**src/rtl/cpu6_consts.svh**
```systemverilog
`ifndef CPU6_CONSTS_SVH
`define CPU6_CONSTS_SVH

`default_nettype none

// data path and csr index widths
`define CPU6_XLEN      32
`define CPU6_CSR_SIZE  12

// fixed direct-mode trap entry
`define CPU6_MTVEC_TRAP_BASE 32'h0000_0100

// standard machine csr indices
`define CPU6_CSR_MSTATUS 12'h300
`define CPU6_CSR_MIE     12'h304
`define CPU6_CSR_MEPC    12'h341
`define CPU6_CSR_MIP     12'h344

// custom machine r/w indices for the timer
`define CPU6_CSR_MTIMECMP 12'h7C0
`define CPU6_CSR_MTIME    12'h7C1

// compare value that no 64-bit mtime reaches in practice
`define CPU6_MTIMECMP_RST 64'hFFFF_FFFF_FFFF_FFFF

`default_nettype wire

`endif

```
**src/rtl/cpu6_pkg.sv**
```systemverilog
`include "cpu6_consts.svh"
`default_nettype none

package cpu6_pkg;

   // one data word
   typedef logic [`CPU6_XLEN-1:0] xlen_t;

   // one csr index
   typedef logic [`CPU6_CSR_SIZE-1:0] csr_idx_t;

   // what the commit stage hands over with each instruction
   typedef enum logic [1:0] {
      op_plain  = 2'd0,
      op_csr_rd = 2'd1,
      op_csr_wr = 2'd2,
      op_mret   = 2'd3
   } commit_op_e;

   // trap controller boundary state
   typedef enum logic [1:0] {
      st_run    = 2'd0,
      st_enter  = 2'd1,
      st_return = 2'd2
   } trap_state_e;

endpackage

`default_nettype wire

```
**src/rtl/cpu6_csr.sv**
```systemverilog
`timescale 1ns/10ps
`include "cpu6_consts.svh"
`default_nettype none

module cpu6_csr (
   input  logic               clk,
   input  logic               rst_n,

   input  logic               csr_rd_en,
   input  logic               csr_wr_en,
   input  cpu6_pkg::csr_idx_t csr_idx,
   input  cpu6_pkg::xlen_t    csr_write_dat,
   output cpu6_pkg::xlen_t    csr_read_dat,

   input  logic               mret_ena,
   input  logic               trap_take,
   input  logic               tmr_pend,

   input  cpu6_pkg::xlen_t    excp_mepc,
   input  logic               excp_mepc_ena,
   input  cpu6_pkg::xlen_t    timer_rd_dat,

   output logic               csr_mtie_r,
   output logic               csr_mstatus_mie_r,
   output cpu6_pkg::xlen_t    csr_mtvec,
   output cpu6_pkg::xlen_t    csr_mepc
);

   import cpu6_pkg::*;

   logic  sel_mstatus;
   logic  sel_mie;
   logic  sel_mepc;
   logic  sel_mip;
   logic  wr_mstatus;
   logic  wr_mie;
   logic  wr_mepc;
   xlen_t mepc_r;
   logic  mtie_r;
   logic  mstatus_mie_r;
   logic  mtip_r;
   xlen_t mstatus_view;
   xlen_t mie_view;
   xlen_t mip_view;

   // direct mode only, single handler
   assign csr_mtvec = `CPU6_MTVEC_TRAP_BASE;

   // index decode
   assign sel_mstatus = (csr_idx == `CPU6_CSR_MSTATUS);
   assign sel_mie     = (csr_idx == `CPU6_CSR_MIE);
   assign sel_mepc    = (csr_idx == `CPU6_CSR_MEPC);
   assign sel_mip     = (csr_idx == `CPU6_CSR_MIP);

   assign wr_mstatus = sel_mstatus & csr_wr_en;
   assign wr_mie     = sel_mie & csr_wr_en;
   assign wr_mepc    = sel_mepc & csr_wr_en;

   // mepc, trap entry beats a csr write
   always_ff @(posedge clk or negedge rst_n) begin
      if (!rst_n) begin
         mepc_r <= '0;
      end else if (excp_mepc_ena) begin
         mepc_r <= excp_mepc;
      end else if (wr_mepc) begin
         // instructions are at least 2-byte aligned
         mepc_r <= {csr_write_dat[`CPU6_XLEN-1:1], 1'b0};
      end
   end

   // mie.MTIE
   always_ff @(posedge clk or negedge rst_n) begin
      if (!rst_n) begin
         mtie_r <= 1'b0;
      end else if (wr_mie) begin
         mtie_r <= csr_write_dat[7];
      end
   end

   // mstatus.MIE: mret, then trap entry, then csr write
   always_ff @(posedge clk or negedge rst_n) begin
      if (!rst_n) begin
         mstatus_mie_r <= 1'b0;
      end else if (mret_ena) begin
         mstatus_mie_r <= 1'b1;
      end else if (trap_take) begin
         mstatus_mie_r <= 1'b0;
      end else if (wr_mstatus) begin
         mstatus_mie_r <= csr_write_dat[3];
      end
   end

   // mip.MTIP follows the timer, read only
   always_ff @(posedge clk or negedge rst_n) begin
      if (!rst_n) begin
         mtip_r <= 1'b0;
      end else begin
         mtip_r <= tmr_pend;
      end
   end

   // register views as seen by software
   always_comb begin
      mstatus_view    = '0;
      mstatus_view[3] = mstatus_mie_r;
      mie_view        = '0;
      mie_view[7]     = mtie_r;
      mip_view        = '0;
      mip_view[7]     = mtip_r;
   end

   assign csr_mepc          = mepc_r;
   assign csr_mtie_r        = mtie_r;
   assign csr_mstatus_mie_r = mstatus_mie_r;

   // and-or read mux, timer word is already zero when not selected
   assign csr_read_dat = ({`CPU6_XLEN{sel_mstatus & csr_rd_en}} & mstatus_view)
                       | ({`CPU6_XLEN{sel_mie & csr_rd_en}} & mie_view)
                       | ({`CPU6_XLEN{sel_mepc & csr_rd_en}} & mepc_r)
                       | ({`CPU6_XLEN{sel_mip & csr_rd_en}} & mip_view)
                       | timer_rd_dat;

   // controller resolves interrupt vs mret before either strobe
   a_no_trap_and_mret: assert property (
      @(posedge clk) disable iff (!rst_n)
      !(trap_take && mret_ena)
   );

endmodule

`default_nettype wire

```
**src/rtl/cpu6_mtimer.sv**
```systemverilog
`timescale 1ns/10ps
`include "cpu6_consts.svh"
`default_nettype none

module cpu6_mtimer (
   input  logic               clk,
   input  logic               rst_n,

   input  logic               csr_wr_en,
   input  logic               csr_rd_en,
   input  cpu6_pkg::csr_idx_t csr_idx,
   input  cpu6_pkg::xlen_t    csr_write_dat,

   output cpu6_pkg::xlen_t    timer_rd_dat,
   output logic               tmr_pend
);

   import cpu6_pkg::*;

   logic [2*`CPU6_XLEN-1:0] mtime_r;
   logic [2*`CPU6_XLEN-1:0] mtimecmp_r;
   logic                    sel_mtime;
   logic                    sel_mtimecmp;

   assign sel_mtime    = (csr_idx == `CPU6_CSR_MTIME);
   assign sel_mtimecmp = (csr_idx == `CPU6_CSR_MTIMECMP);

   // free running, no write path
   always_ff @(posedge clk or negedge rst_n) begin
      if (!rst_n) begin
         mtime_r <= '0;
      end else begin
         mtime_r <= mtime_r + 1'b1;
      end
   end

   // only the low word is writable, upper word goes to zero
   always_ff @(posedge clk or negedge rst_n) begin
      if (!rst_n) begin
         mtimecmp_r <= `CPU6_MTIMECMP_RST;
      end else if (csr_wr_en && sel_mtimecmp) begin
         mtimecmp_r <= {{`CPU6_XLEN{1'b0}}, csr_write_dat};
      end
   end

   // pending level, one cycle behind the compare
   always_ff @(posedge clk or negedge rst_n) begin
      if (!rst_n) begin
         tmr_pend <= 1'b0;
      end else begin
         tmr_pend <= (mtime_r >= mtimecmp_r);
      end
   end

   // zero unless one of our indices is read, csr block ors this in
   assign timer_rd_dat = ({`CPU6_XLEN{csr_rd_en & sel_mtime}} & mtime_r[`CPU6_XLEN-1:0])
                       | ({`CPU6_XLEN{csr_rd_en & sel_mtimecmp}}
                          & mtimecmp_r[`CPU6_XLEN-1:0]);

endmodule

`default_nettype wire

```
**src/rtl/cpu6_trap_ctrl.sv**
```systemverilog
`timescale 1ns/10ps
`default_nettype none

module cpu6_trap_ctrl (
   input  logic                 clk,
   input  logic                 rst_n,

   // commit stage
   input  logic                 instr_valid,
   input  cpu6_pkg::commit_op_e instr_op,
   input  cpu6_pkg::xlen_t      instr_pc,
   input  cpu6_pkg::csr_idx_t   instr_csr_idx,
   input  cpu6_pkg::xlen_t      instr_wdat,

   // interrupt sources and csr state
   input  logic                 ext_irq,
   input  logic                 tmr_pend,
   input  logic                 csr_mtie_r,
   input  logic                 csr_mstatus_mie_r,
   input  cpu6_pkg::xlen_t      csr_mtvec,
   input  cpu6_pkg::xlen_t      csr_mepc,
   input  cpu6_pkg::xlen_t      csr_read_dat,

   // csr access strobes
   output logic                 csr_rd_en,
   output logic                 csr_wr_en,
   output cpu6_pkg::csr_idx_t   csr_idx,
   output cpu6_pkg::xlen_t      csr_write_dat,
   output logic                 mret_ena,
   output logic                 trap_take,
   output logic                 excp_mepc_ena,
   output cpu6_pkg::xlen_t      excp_mepc,

   // back to the core
   output logic                 retire,
   output logic                 redirect,
   output cpu6_pkg::xlen_t      redirect_pc,
   output cpu6_pkg::xlen_t      rd_dat
);

   import cpu6_pkg::*;

   trap_state_e state_r;
   trap_state_e state_nxt;
   logic        irq_cond;
   logic        take_irq;
   logic        do_mret;
   logic        do_csr_wr;
   logic        do_csr_rd;
   logic        retire_r;
   xlen_t       redirect_pc_r;
   xlen_t       rd_dat_r;

   // global enable over external or enabled timer source
   assign irq_cond = csr_mstatus_mie_r & (ext_irq | (tmr_pend & csr_mtie_r));

   // an interrupt suppresses the instruction itself
   assign take_irq  = instr_valid & irq_cond;
   assign do_mret   = instr_valid & ~irq_cond & (instr_op == op_mret);
   assign do_csr_wr = instr_valid & ~irq_cond & (instr_op == op_csr_wr);
   assign do_csr_rd = instr_valid & ~irq_cond & (instr_op == op_csr_rd);

   // csr side effects land at the sampling edge
   assign csr_rd_en     = do_csr_rd;
   assign csr_wr_en     = do_csr_wr;
   assign csr_idx       = instr_csr_idx;
   assign csr_write_dat = instr_wdat;
   assign mret_ena      = do_mret;
   assign trap_take     = take_irq;
   assign excp_mepc_ena = take_irq;
   assign excp_mepc     = instr_pc;

   always_comb begin
      if (take_irq) begin
         state_nxt = st_enter;
      end else if (do_mret) begin
         state_nxt = st_return;
      end else begin
         state_nxt = st_run;
      end
   end

   // enter and return last exactly the redirect cycle
   always_ff @(posedge clk or negedge rst_n) begin
      if (!rst_n) begin
         state_r <= st_run;
      end else begin
         state_r <= state_nxt;
      end
   end

   // one result per committed instruction
   always_ff @(posedge clk or negedge rst_n) begin
      if (!rst_n) begin
         retire_r      <= 1'b0;
         redirect_pc_r <= '0;
         rd_dat_r      <= '0;
      end else begin
         retire_r <= instr_valid & ~take_irq & ~do_mret;
         case (state_nxt)
            st_enter:  redirect_pc_r <= csr_mtvec;
            st_return: redirect_pc_r <= csr_mepc;
            default:   redirect_pc_r <= '0;
         endcase
         rd_dat_r <= do_csr_rd ? csr_read_dat : '0;
      end
   end

   assign retire      = retire_r;
   assign redirect    = (state_r == st_enter) || (state_r == st_return);
   assign redirect_pc = redirect_pc_r;
   assign rd_dat      = rd_dat_r;

   a_retire_or_redirect: assert property (
      @(posedge clk) disable iff (!rst_n)
      !(retire && redirect)
   );

   a_pulse_per_instr: assert property (
      @(posedge clk) disable iff (!rst_n)
      instr_valid |=> (retire ^ redirect)
   );

endmodule

`default_nettype wire

```
**src/rtl/cpu6_trap_unit.sv**
```systemverilog
`timescale 1ns/10ps
`default_nettype none

module cpu6_trap_unit (
   input  logic                 clk,
   input  logic                 rst_n,

   input  logic                 instr_valid,
   input  cpu6_pkg::commit_op_e instr_op,
   input  cpu6_pkg::xlen_t      instr_pc,
   input  cpu6_pkg::csr_idx_t   instr_csr_idx,
   input  cpu6_pkg::xlen_t      instr_wdat,
   input  logic                 ext_irq,

   output logic                 retire,
   output logic                 redirect,
   output cpu6_pkg::xlen_t      redirect_pc,
   output cpu6_pkg::xlen_t      rd_dat
);

   import cpu6_pkg::*;

   logic     csr_rd_en;
   logic     csr_wr_en;
   csr_idx_t csr_idx;
   xlen_t    csr_write_dat;
   xlen_t    csr_read_dat;
   logic     mret_ena;
   logic     trap_take;
   logic     excp_mepc_ena;
   xlen_t    excp_mepc;
   logic     tmr_pend;
   xlen_t    timer_rd_dat;
   logic     csr_mtie_r;
   logic     csr_mstatus_mie_r;
   xlen_t    csr_mtvec;
   xlen_t    csr_mepc;

   cpu6_trap_ctrl u_trap_ctrl (
      .clk               (clk),
      .rst_n             (rst_n),
      .instr_valid       (instr_valid),
      .instr_op          (instr_op),
      .instr_pc          (instr_pc),
      .instr_csr_idx     (instr_csr_idx),
      .instr_wdat        (instr_wdat),
      .ext_irq           (ext_irq),
      .tmr_pend          (tmr_pend),
      .csr_mtie_r        (csr_mtie_r),
      .csr_mstatus_mie_r (csr_mstatus_mie_r),
      .csr_mtvec         (csr_mtvec),
      .csr_mepc          (csr_mepc),
      .csr_read_dat      (csr_read_dat),
      .csr_rd_en         (csr_rd_en),
      .csr_wr_en         (csr_wr_en),
      .csr_idx           (csr_idx),
      .csr_write_dat     (csr_write_dat),
      .mret_ena          (mret_ena),
      .trap_take         (trap_take),
      .excp_mepc_ena     (excp_mepc_ena),
      .excp_mepc         (excp_mepc),
      .retire            (retire),
      .redirect          (redirect),
      .redirect_pc       (redirect_pc),
      .rd_dat            (rd_dat)
   );

   cpu6_csr u_csr (
      .clk               (clk),
      .rst_n             (rst_n),
      .csr_rd_en         (csr_rd_en),
      .csr_wr_en         (csr_wr_en),
      .csr_idx           (csr_idx),
      .csr_write_dat     (csr_write_dat),
      .csr_read_dat      (csr_read_dat),
      .mret_ena          (mret_ena),
      .trap_take         (trap_take),
      .tmr_pend          (tmr_pend),
      .excp_mepc         (excp_mepc),
      .excp_mepc_ena     (excp_mepc_ena),
      .timer_rd_dat      (timer_rd_dat),
      .csr_mtie_r        (csr_mtie_r),
      .csr_mstatus_mie_r (csr_mstatus_mie_r),
      .csr_mtvec         (csr_mtvec),
      .csr_mepc          (csr_mepc)
   );

   cpu6_mtimer u_mtimer (
      .clk           (clk),
      .rst_n         (rst_n),
      .csr_wr_en     (csr_wr_en),
      .csr_rd_en     (csr_rd_en),
      .csr_idx       (csr_idx),
      .csr_write_dat (csr_write_dat),
      .timer_rd_dat  (timer_rd_dat),
      .tmr_pend      (tmr_pend)
   );

endmodule

`default_nettype wire

```
**config.mk**
```make
export PLATFORM = sky130hd
export DESIGN_NAME = cpu6_trap_unit
export DESIGN_NICKNAME = d
export VERILOG_FILES = /design/src/rtl/cpu6_pkg.sv /design/src/rtl/cpu6_csr.sv /design/src/rtl/cpu6_mtimer.sv /design/src/rtl/cpu6_trap_ctrl.sv /design/src/rtl/cpu6_trap_unit.sv
export VERILOG_INCLUDE_DIRS = /design/src /design/src/rtl
export SDC_FILE = /design/constraint.sdc
export NUM_CORES = 1
export LEC_CHECK = 0
export CORE_ASPECT_RATIO = 0.6
export CORE_MARGIN = 5
export CORE_UTILIZATION = 45
export DETAILED_ROUTE_END_ITERATION = 8
export DONT_BUFFER_PORTS = 1
export PLACE_DENSITY = 0.71
export SYNTH_ARGS = -nofsm -noshare
export SYNTH_HDL_FRONTEND = slang
export SYNTH_SLANG_ARGS = --single-unit
```
**constraint.sdc**
```tcl
create_clock -name clk -period 2.7 [get_ports clk]
set_input_delay 0.405 -clock clk [delete_from_list [all_inputs] [get_ports clk]]
set_output_delay 0.405 -clock clk [all_outputs]
set_load 0.005 [all_outputs]
```
==> flow_summary_export.csv, run 1 <==
group,metric,value,unit
run_status,status,"finished, violations left",
run_status,violations,"negative hold slack",
clock_tree,path_clk_slew,70,ps
power_and_ir_drop,power.share.combinational,5.7,%
cells_and_area,areaGrowthSynthToFinish,11.01,%
logic_synthesis,synth_nets,1049,
placed_design,routabilityCongestion,0.8772,
placed_design,dp.cells,1178,
setup_path,slowest_delay,540,ps
clock_tree,postCtsSetupBuffers,0,
cells_and_area,n_fill_cell,1850,
setup_path,worst_ep_arrival_time,2770,ps
logic_synthesis,syn_area,9503,µm²
logic_synthesis,ys_warn_count,0,
power_and_ir_drop,swShare,25.64,%
setup_path,end_kind,"register",
detailed_routing,drt_pass1_iterations,6,
cells_and_area,drive_above_1_share,11.61,%
cells_and_area,fin_cells,1209,
detailed_routing,drt_iter0_drc,724,
setup_path,crit_type,"reg2reg",
setup_path,r2r_cells,8,
grt,antenna_found_initial,0,
setup_path,crit_family,"compound AO/OA/AOI/OAI gates",
cells_and_area,fin_util,50.52,%
logic_synthesis,syn_inst,902,
detailed_routing,antenna_left,0,
logic_synthesis,async_flop_share,100.0,%
floorplanning,core_area,20880,µm²
clock_tree,cts_tree,"yes",
clock_tree,clkLatencyLatePin,440,ps
floorplanning,die-height,122.6,µm
sta,tightest_slew,406.1,ps
floorplanning,io_pins,148,
sta,clock_skew,9.747,ps
grt,grt_pass1_vias,6817,
power_and_ir_drop,clockPowerShare,39.3,%
power_and_ir_drop,power.leakage,5.343,nW
cells_and_area,seqCellArea,5046,µm²
setup_path,r2r_slack,240,ps
power_and_ir_drop,seqPwrFrac,55.0,%
detailed_routing,drt_wl_total,24880,µm
setup_path,crit_chain,"inv_1 -> ha_1 -> a21oi_1 -> o21ai_0 -> a221o_1 -> o31a_1 -> a2111oi_1 -> o21ai_0",
cells_and_area,multi_input_area,4145,µm²
clock_tree,cts_htree_levels,4,
setup_path,cp_max_fo,2,
clock_tree,ctsRootBufferMaster,"clkbuf_16",
power_and_ir_drop,p_switching,1.642,mW
sta,fin_crit_sh,91.21,%
logic_synthesis,synth_area_per_cell,10.54,µm²
grt,grt-ovfl-total,0,
grt,grt_use_total,20.97,%
floorplanning,rows,41,
sta,timing.fmax,406.0,MHz
detailed_routing,vias,6929,
job,cap_viol_max_count,0,
setup_path,reg2reg_to,"u_mtimer.tmr_pend",
floorplanning,start_util,45.51,%
clock_tree,clock_path_buffers,2,
logic_synthesis,synth_cell_type_count,50,
grt,grt_pass1_wl,39110,µm
setup_path,reg2reg_from,"u_mtimer.mtimecmp_r[7]",
sta,slew_viol_final,0,
placed_design,hpwlAfterDp,18150,µm
logic_synthesis,yosysSeqAreaShare,53.10,%
detailed_routing,avgViaCountPerCell,5.731,
setup_path,cp-start-kind,"register",
sta,grt_setup_unrepaired,"no",
setup_path,crit_buf_inv,1,
cells_and_area,fin_nets,1065,
power_and_ir_drop,internal-power,4.763,mW
placed_design,numPortBuffers,0,
cells_and_area,diodes,0,
sta,slew_headroom,72.23,%
power_and_ir_drop,ir_worst_vdd,0.4929,mV
logic_synthesis,synth_ff_type,"dfrtp_1",
hold_path,hold_path_class,"in2async",
power_and_ir_drop,power_density,607.1,nW/µm²
sta,tns,0,ps
floorplanning,die_w,197.6,µm
sta,fin_crit,2463,ps
grt,grt_max_degree,201,
logic_synthesis,synth_edf_count,0,
sta,setup_violations,0,
logic_synthesis,synth_seq_cells,200,
detailed_routing,wl_per_cell,20.58,µm
clock_tree,numCtsBuffers,17,
floorplanning,die-area,24220,µm²
setup_path,worst_ep_required_time,3010,ps
detailed_routing,drc_errors,0,
sta,hold_violations,192,
setup_path,crit_top_cell,"o21ai_0",
setup_path,crit_path_top_delay_cell,"dfstp_2",
sta,fin_hold_ws,-337.3,ps
clock_tree,cts.sinks,200,
==> power by group through the flow <==
stage	clock, mW	sequential (mW)	combinational, mW
global route	2.69	3.56	0.426
finish	2.52	3.52	0.365
detailed placement	0	3.58	0.365
global placement	0	3.57	0.349
CTS	2.57	3.52	0.369
floorplan	0	3.47	0.296
==> stage by stage <==
| stage | power (mW) | hold WS (ps) | worst slack [ps] | cell area, µm² |
|---|---|---|---|---|
| after CTS | 6.457 | -356.6 | 200.6 | 10550 |
| after floorplan | 3.768 | 109.4 | 168.3 | 9503 |
| after global placement | 3.921 | 116.2 | 266.0 | 9972 |
| after global routing | 6.678 | -359.3 | 94.13 | 10550 |
| after detailed placement | 3.942 | 115.2 | 211.9 | 9972 |
| final | 6.405 | -337.3 | 237.2 | 10550 |
==> worst max-delay path by stage <==
stage,startpoint,end,cells past startpoint,slack (ps)
detailed placement,u_mtimer.mtimecmp_r[7],u_mtimer.tmr_pend,8,210
global route,u_mtimer.mtimecmp_r[7],u_mtimer.tmr_pend,8,90
CTS,u_mtimer.mtimecmp_r[7],u_mtimer.tmr_pend,8,200
global placement,u_mtimer.mtimecmp_r[7],u_mtimer.tmr_pend,8,270
finish,u_mtimer.mtimecmp_r[7],u_mtimer.tmr_pend,8,240
floorplan,u_mtimer.mtimecmp_r[62],u_mtimer.tmr_pend,8,170
==> what timing repair did <==
action                     4_1_cts  5_1_grt
gates resized for setup          0        1
setup endpoints to repair        0        1
hold endpoints to repair       200      200
==> final cells by class <==
| cell class | count | area share, % |
|---|---|---|
| Clock inverter | 13 | 1.293 |
| Inverter | 46 | 1.637 |
| Tap cell | 279 | 3.309 |
| Multi-Input combinational cell | 620 | 39.30 |
| Timing Repair Buffer | 33 | 2.467 |
| Sequential cell | 200 | 47.84 |
| Clock buffer | 18 | 4.163 |
==> layer usage <==
metal / part of all wire (%) / track usage (%) / up-vias
met1: 50 / 33.78 / 3415
li1: - / - / 3232
met2: 39 / 27.74 / 264
met4: 1.1 / 5.417 / 0
met3: 9.9 / 5.240 / 18
met5: 0 / 0 / -
==> Yosys cell counts (3+ instances only) <==
cell type	number	area, µm²
nor4_1	6	37.54
and2_1	34	212.7
o21ai_0	43	215.2
mux2i_1	6	60.06
nand4_1	24	150.1
a21o_1	14	105.1
clkbuf_1	26	97.59
nand3_1	32	160.2
and4_1	10	87.58
a21oi_1	25	125.1
xor2_1	21	183.9
nor2_1	96	360.4
buf_2	8	40.04
o22ai_1	27	168.9
nor3_1	9	45.04
xnor2_1	42	367.9
ha_1	65	813.3
nor2b_1	3	18.77
inv_1	46	172.7
a222oi_1	31	310.3
dfrtp_1	167	4179
and3_1	18	112.6
nand2_1	80	300.3
dfstp_2	33	867.1
or3_1	4	25.02
==> placed cells by master, fill, tap and decap left out, drive strengths merged, types with 2 or more instances in the layout <==
master    instances
a2111oi           2
a211oi            2
a21o             14
a21oi            25
a221o             2
a221oi            2
a222oi           31
and2             36
and3             18
and4             10
buf              33
clkbuf           18
clkinv            2
clkinvlp          3
dfrtp           167
dfstp            33
ha               65
inv              53
mux2              2
mux2i             6
nand2            80
nand3            33
nand4            24
nor2             96
nor2b             3
nor3             11
nor4              8
o21ai            43
o22ai            27
or2               2
or3               4
or4               2
xnor2            42
xor2             21
==> sequential cells by signal, indices dropped and copies added (netlist names), 2 cells and up <==
signal	cells
u_trap_ctrl.state_r	2
u_trap_ctrl.rd_dat	32
u_trap_ctrl.redirect_pc	32
u_mtimer.mtimecmp_r	33
u_csr.csr_mepc	32
u_mtimer.mtime_r	64
==> kinds of logic (layout without fill, tap and decap cells) <==
family                   Yosys count  after routing  share of synthesized area [%]
adder cells (fa/ha/maj)           65             65                          8.558
buffers and inverters             82            110                          3.357
AO/OA/AOI/OAI                    153            153                          10.89
multiplexers                       8              8                         0.8690
XOR/XNOR                          63             63                          5.806
AND/OR/NAND/NOR                  331            331                          17.42
flip-flops                       200            200                          53.10
(Power assumes the default switching activity.)
==> run 2: changes to the inputs <==
SYNTH_HIERARCHICAL = 1   (was not set)
clock period = 2.2 ns   (was 2.7 ns; I/O delays follow)
==> flow_summary_export.csv, run 2 <==
group,metric,value,unit
sta,fin_hold_ws,-420.8,ps
sta,fin_crit_sh,102.0,%
power_and_ir_drop,p_switching,2.115,mW
cells_and_area,diodes,0,
logic_synthesis,synth_top_area_cell,"dfrtp_1",
sta,timing.fmax,445.8,MHz
detailed_routing,vias,7497,
clock_tree,path_clk_slew,70,ps
sta,layout_setup_ws,-43.12,ps
clock_tree,cts_htree_levels,4,
setup_path,reg2reg_from,"u_mtimer/mtimecmp_r[62]",
logic_synthesis,synth_seq_cells,200,
cells_and_area,fin_nets,1211,
detailed_routing,antenna_left,0,
detailed_routing,avgViaCountPerCell,5.332,
power_and_ir_drop,swShare,24.94,%
sta,setup_violations,1,
setup_path,end_kind,"register",
clock_tree,ctsRootBufferMaster,"clkbuf_16",
floorplanning,die-height,133.2,µm
floorplanning,die_w,215.3,µm
placed_design,dpl_worst_slack,-300.0,ps
cells_and_area,drive_above_1_share,23.03,%
cells_and_area,largest_register_ffs,64,
detailed_routing,drt_wl_total,27540,µm
detailed_routing,drt_iter0_drc,566,
cells_and_area,regMostFlops,"u_mtimer/mtime_r",
cells_and_area,mostFrequentLayoutCell,"dfrtp_1",
clock_tree,cts.sinks,200,
clock_tree,cts_tree,"yes",
logic_synthesis,synth_commonest_cells,"dfrtp_1, buf_4, nand2_1, ha_1, nor2_1",
floorplanning,core_area,25110,µm²
placed_design,numPortBuffers,0,
run_status,status,"finished, violations left",
logic_synthesis,yosysTopAreaCellShare,36.71,%
setup_path,worst_ep_arrival_time,2560,ps
logic_synthesis,async_flop_share,100.0,%
floorplanning,io_pins,148,
setup_path,cp_max_fo,6,
sta,slew_headroom,57.95,%
power_and_ir_drop,clockPowerShare,35.7,%
power_and_ir_drop,power_density,672.5,nW/µm²
power_and_ir_drop,internal-power,6.366,mW
setup_path,cp-start-kind,"register",
floorplanning,rows,45,
setup_path,crit_type,"reg2reg",
logic_synthesis,synth_edf_count,0,
floorplanning,start_util,45.34,%
detailed_routing,wl_per_cell,19.59,µm
cells_and_area,largestRegisters,"u_mtimer/mtime_r: 64 flops, u_mtimer/mtimecmp_r: 33 flops",
grt,grt-ovfl-total,0,
setup_path,worst_ep_required_time,2520,ps
setup_path,crit_top_cell,"a221oi_2",
grt,grt_pass1_wl,43500,µm
cells_and_area,n_fill_cell,2197,
grt,antenna_found_initial,2,
grt,grt_use_total,19.12,%
clock_tree,postCtsHoldBufs,29,
setup_path,r2r_cells,8,
hold_path,hold_path_class,"in2async",
power_and_ir_drop,power.leakage,6.610,nW
logic_synthesis,ys_top_cells_by_area,"dfrtp_1, dfstp_2, buf_4, ha_1, mux2_4",
detailed_routing,drt_pass1_iterations,5,
setup_path,reg2reg_to,"u_mtimer/tmr_pend",
sta,fin_crit,2243,ps
clock_tree,numCtsBuffers,17,
logic_synthesis,synth_area_per_cell,10.79,µm²
sta,hold_violations,200,
power_and_ir_drop,power.share.combinational,12.2,%
floorplanning,die-area,28680,µm²
logic_synthesis,yosysSeqAreaShare,44.32,%
setup_path,crit_chain,"inv_1 -> ha_1 -> a21o_1 -> a221o_1 -> a221oi_2 -> o21ai_1 -> a221oi_2 -> nand2_1",
sta,clock_skew,9.877,ps
setup_path,r2r_slack,-40,ps
placed_design,routabilityCongestion,0.8368,
cells_and_area,layout_common_cells,"dfrtp_1, nand2_1, ha_1",
sta,slew_viol_final,0,
logic_synthesis,yosysMostFrequentCell,"dfrtp_1",
power_and_ir_drop,ir_worst_vdd,0.3989,mV
logic_synthesis,ys_warn_count,6,
placed_design,hpwlAfterDp,19070,µm
sta,grt_setup_unrepaired,"yes",
setup_path,slowest_delay,520,ps
logic_synthesis,synth_cell_type_count,59,
grt,grt_pass1_vias,7610,
run_status,violations,"negative hold slack, negative setup slack",
logic_synthesis,syn_area,11380,µm²
clock_tree,clock_path_buffers,2,
logic_synthesis,synth_ff_type,"dfrtp_1",
detailed_routing,drc_errors,0,
grt,grt_max_degree,201,
power_and_ir_drop,finalPower,8.481,mW
setup_path,crit_path_top_delay_cell,"dfstp_2",
job,cap_viol_max_count,0,
logic_synthesis,syn_inst,1055,
clock_tree,clkLatencyLatePin,440,ps
power_and_ir_drop,seqPwrFrac,52.1,%
sta,tightest_slew,625.1,ps
cells_and_area,areaGrowthSynthToFinish,10.77,%
run 2: worst max path at each step:
stage | start | end | slack [ps] | cells after the start
final | u_mtimer/mtimecmp_r[62] | u_mtimer/tmr_pend | -40 | 8
after global routing | u_mtimer/mtimecmp_r[62] | u_mtimer/tmr_pend | -200 | 8
after CTS | u_mtimer/mtimecmp_r[11] | u_mtimer/tmr_pend | -50 | 8
after detailed placement | u_mtimer/mtimecmp_r[13] | u_mtimer/tmr_pend | -300 | 9
after global placement | u_mtimer/mtimecmp_r[13] | u_mtimer/tmr_pend | -310 | 9
after floorplan | u_mtimer/mtimecmp_r[62] | u_mtimer/tmr_pend | -330 | 8
run 2: area by class of cell:
cell class,count,area (µm²),area share (%)
clock buffers,23,498.0,3.949
flip-flops and latches,200,5051,40.05
multi-input cells,696,5385,42.70
repair buffers,106,1040,8.245
inverters,43,161.4,1.280
well taps,329,411.6,3.264
clock inverters,9,63.81,0.5060
run 2: timing repair:
action | CTS | global route
gates resized for setup | 20 | 17
gates cloned | 1 | 3
pin swaps | 6 | 6
setup buffers | 2 | 2
setup endpoints to repair | 65 | 69
endpoints found under the hold margin | 228 | 200
run 2: power groups by stage:
| stage | Sequential (mW) | Clock, mW | Combinational [mW] |
|---|---|---|---|
| CTS | 4.41 | 3.11 | 0.995 |
| finish | 4.42 | 3.03 | 1.03 |
| global placement | 4.46 | 0 | 0.906 |
| detailed placement | 4.48 | 0 | 0.939 |
| global route | 4.47 | 3.26 | 1.10 |
| floorplan | 4.36 | 0 | 0.944 |
run 2: cells by family (layout without fill, tap and decap cells):
| family | Yosys count | in the layout | synth area share [%] |
|---|---|---|---|
| AO/OA/AOI/OAI | 156 | 156 | 9.716 |
| XOR/XNOR | 63 | 63 | 4.847 |
| adder cells (fa/ha/maj) | 65 | 65 | 7.144 |
| buffers and inverters | 189 | 181 | 10.42 |
| flip-flops | 200 | 200 | 44.32 |
| multiplexers | 98 | 98 | 10.28 |
| other | 2 | 32 | 0.06597 |
| AND/OR/NAND/NOR | 282 | 282 | 13.21 |
run 2: critical path: cells and delay by family, from the launching register on:
kind            cells  cell delay [ps]
simple gates        1               80
buf+inv             1              100
compound gates      5             1100
fa+ha+maj           1              320
flops               1              520
run 2: metrics by stage:
step | cells | instance area, µm² | util (%) | setup TNS [ps]
final | 1406 | 12610 | 50.22 | -43.12
after detailed placement | 1337 | 11500 | 45.79 | -4581
after global placement | 1337 | 11500 | 45.79 | -4330
after CTS | 1401 | 12460 | 49.62 | -48.47
after global routing | 1406 | 12610 | 50.22 | -211.4
after floorplan | 1085 | 11510 | - | -330.0
run 2: routing by layer:
layer / vias to the layer above / track usage, % / wire, µm
met5: - / 0 / 7
met1: 3713 / 29.71 / 14210
met4: 2 / 4.689 / 329
met2: 203 / 26.33 / 11220
li1: 3547 / - / -
met3: 32 / 4.997 / 1773
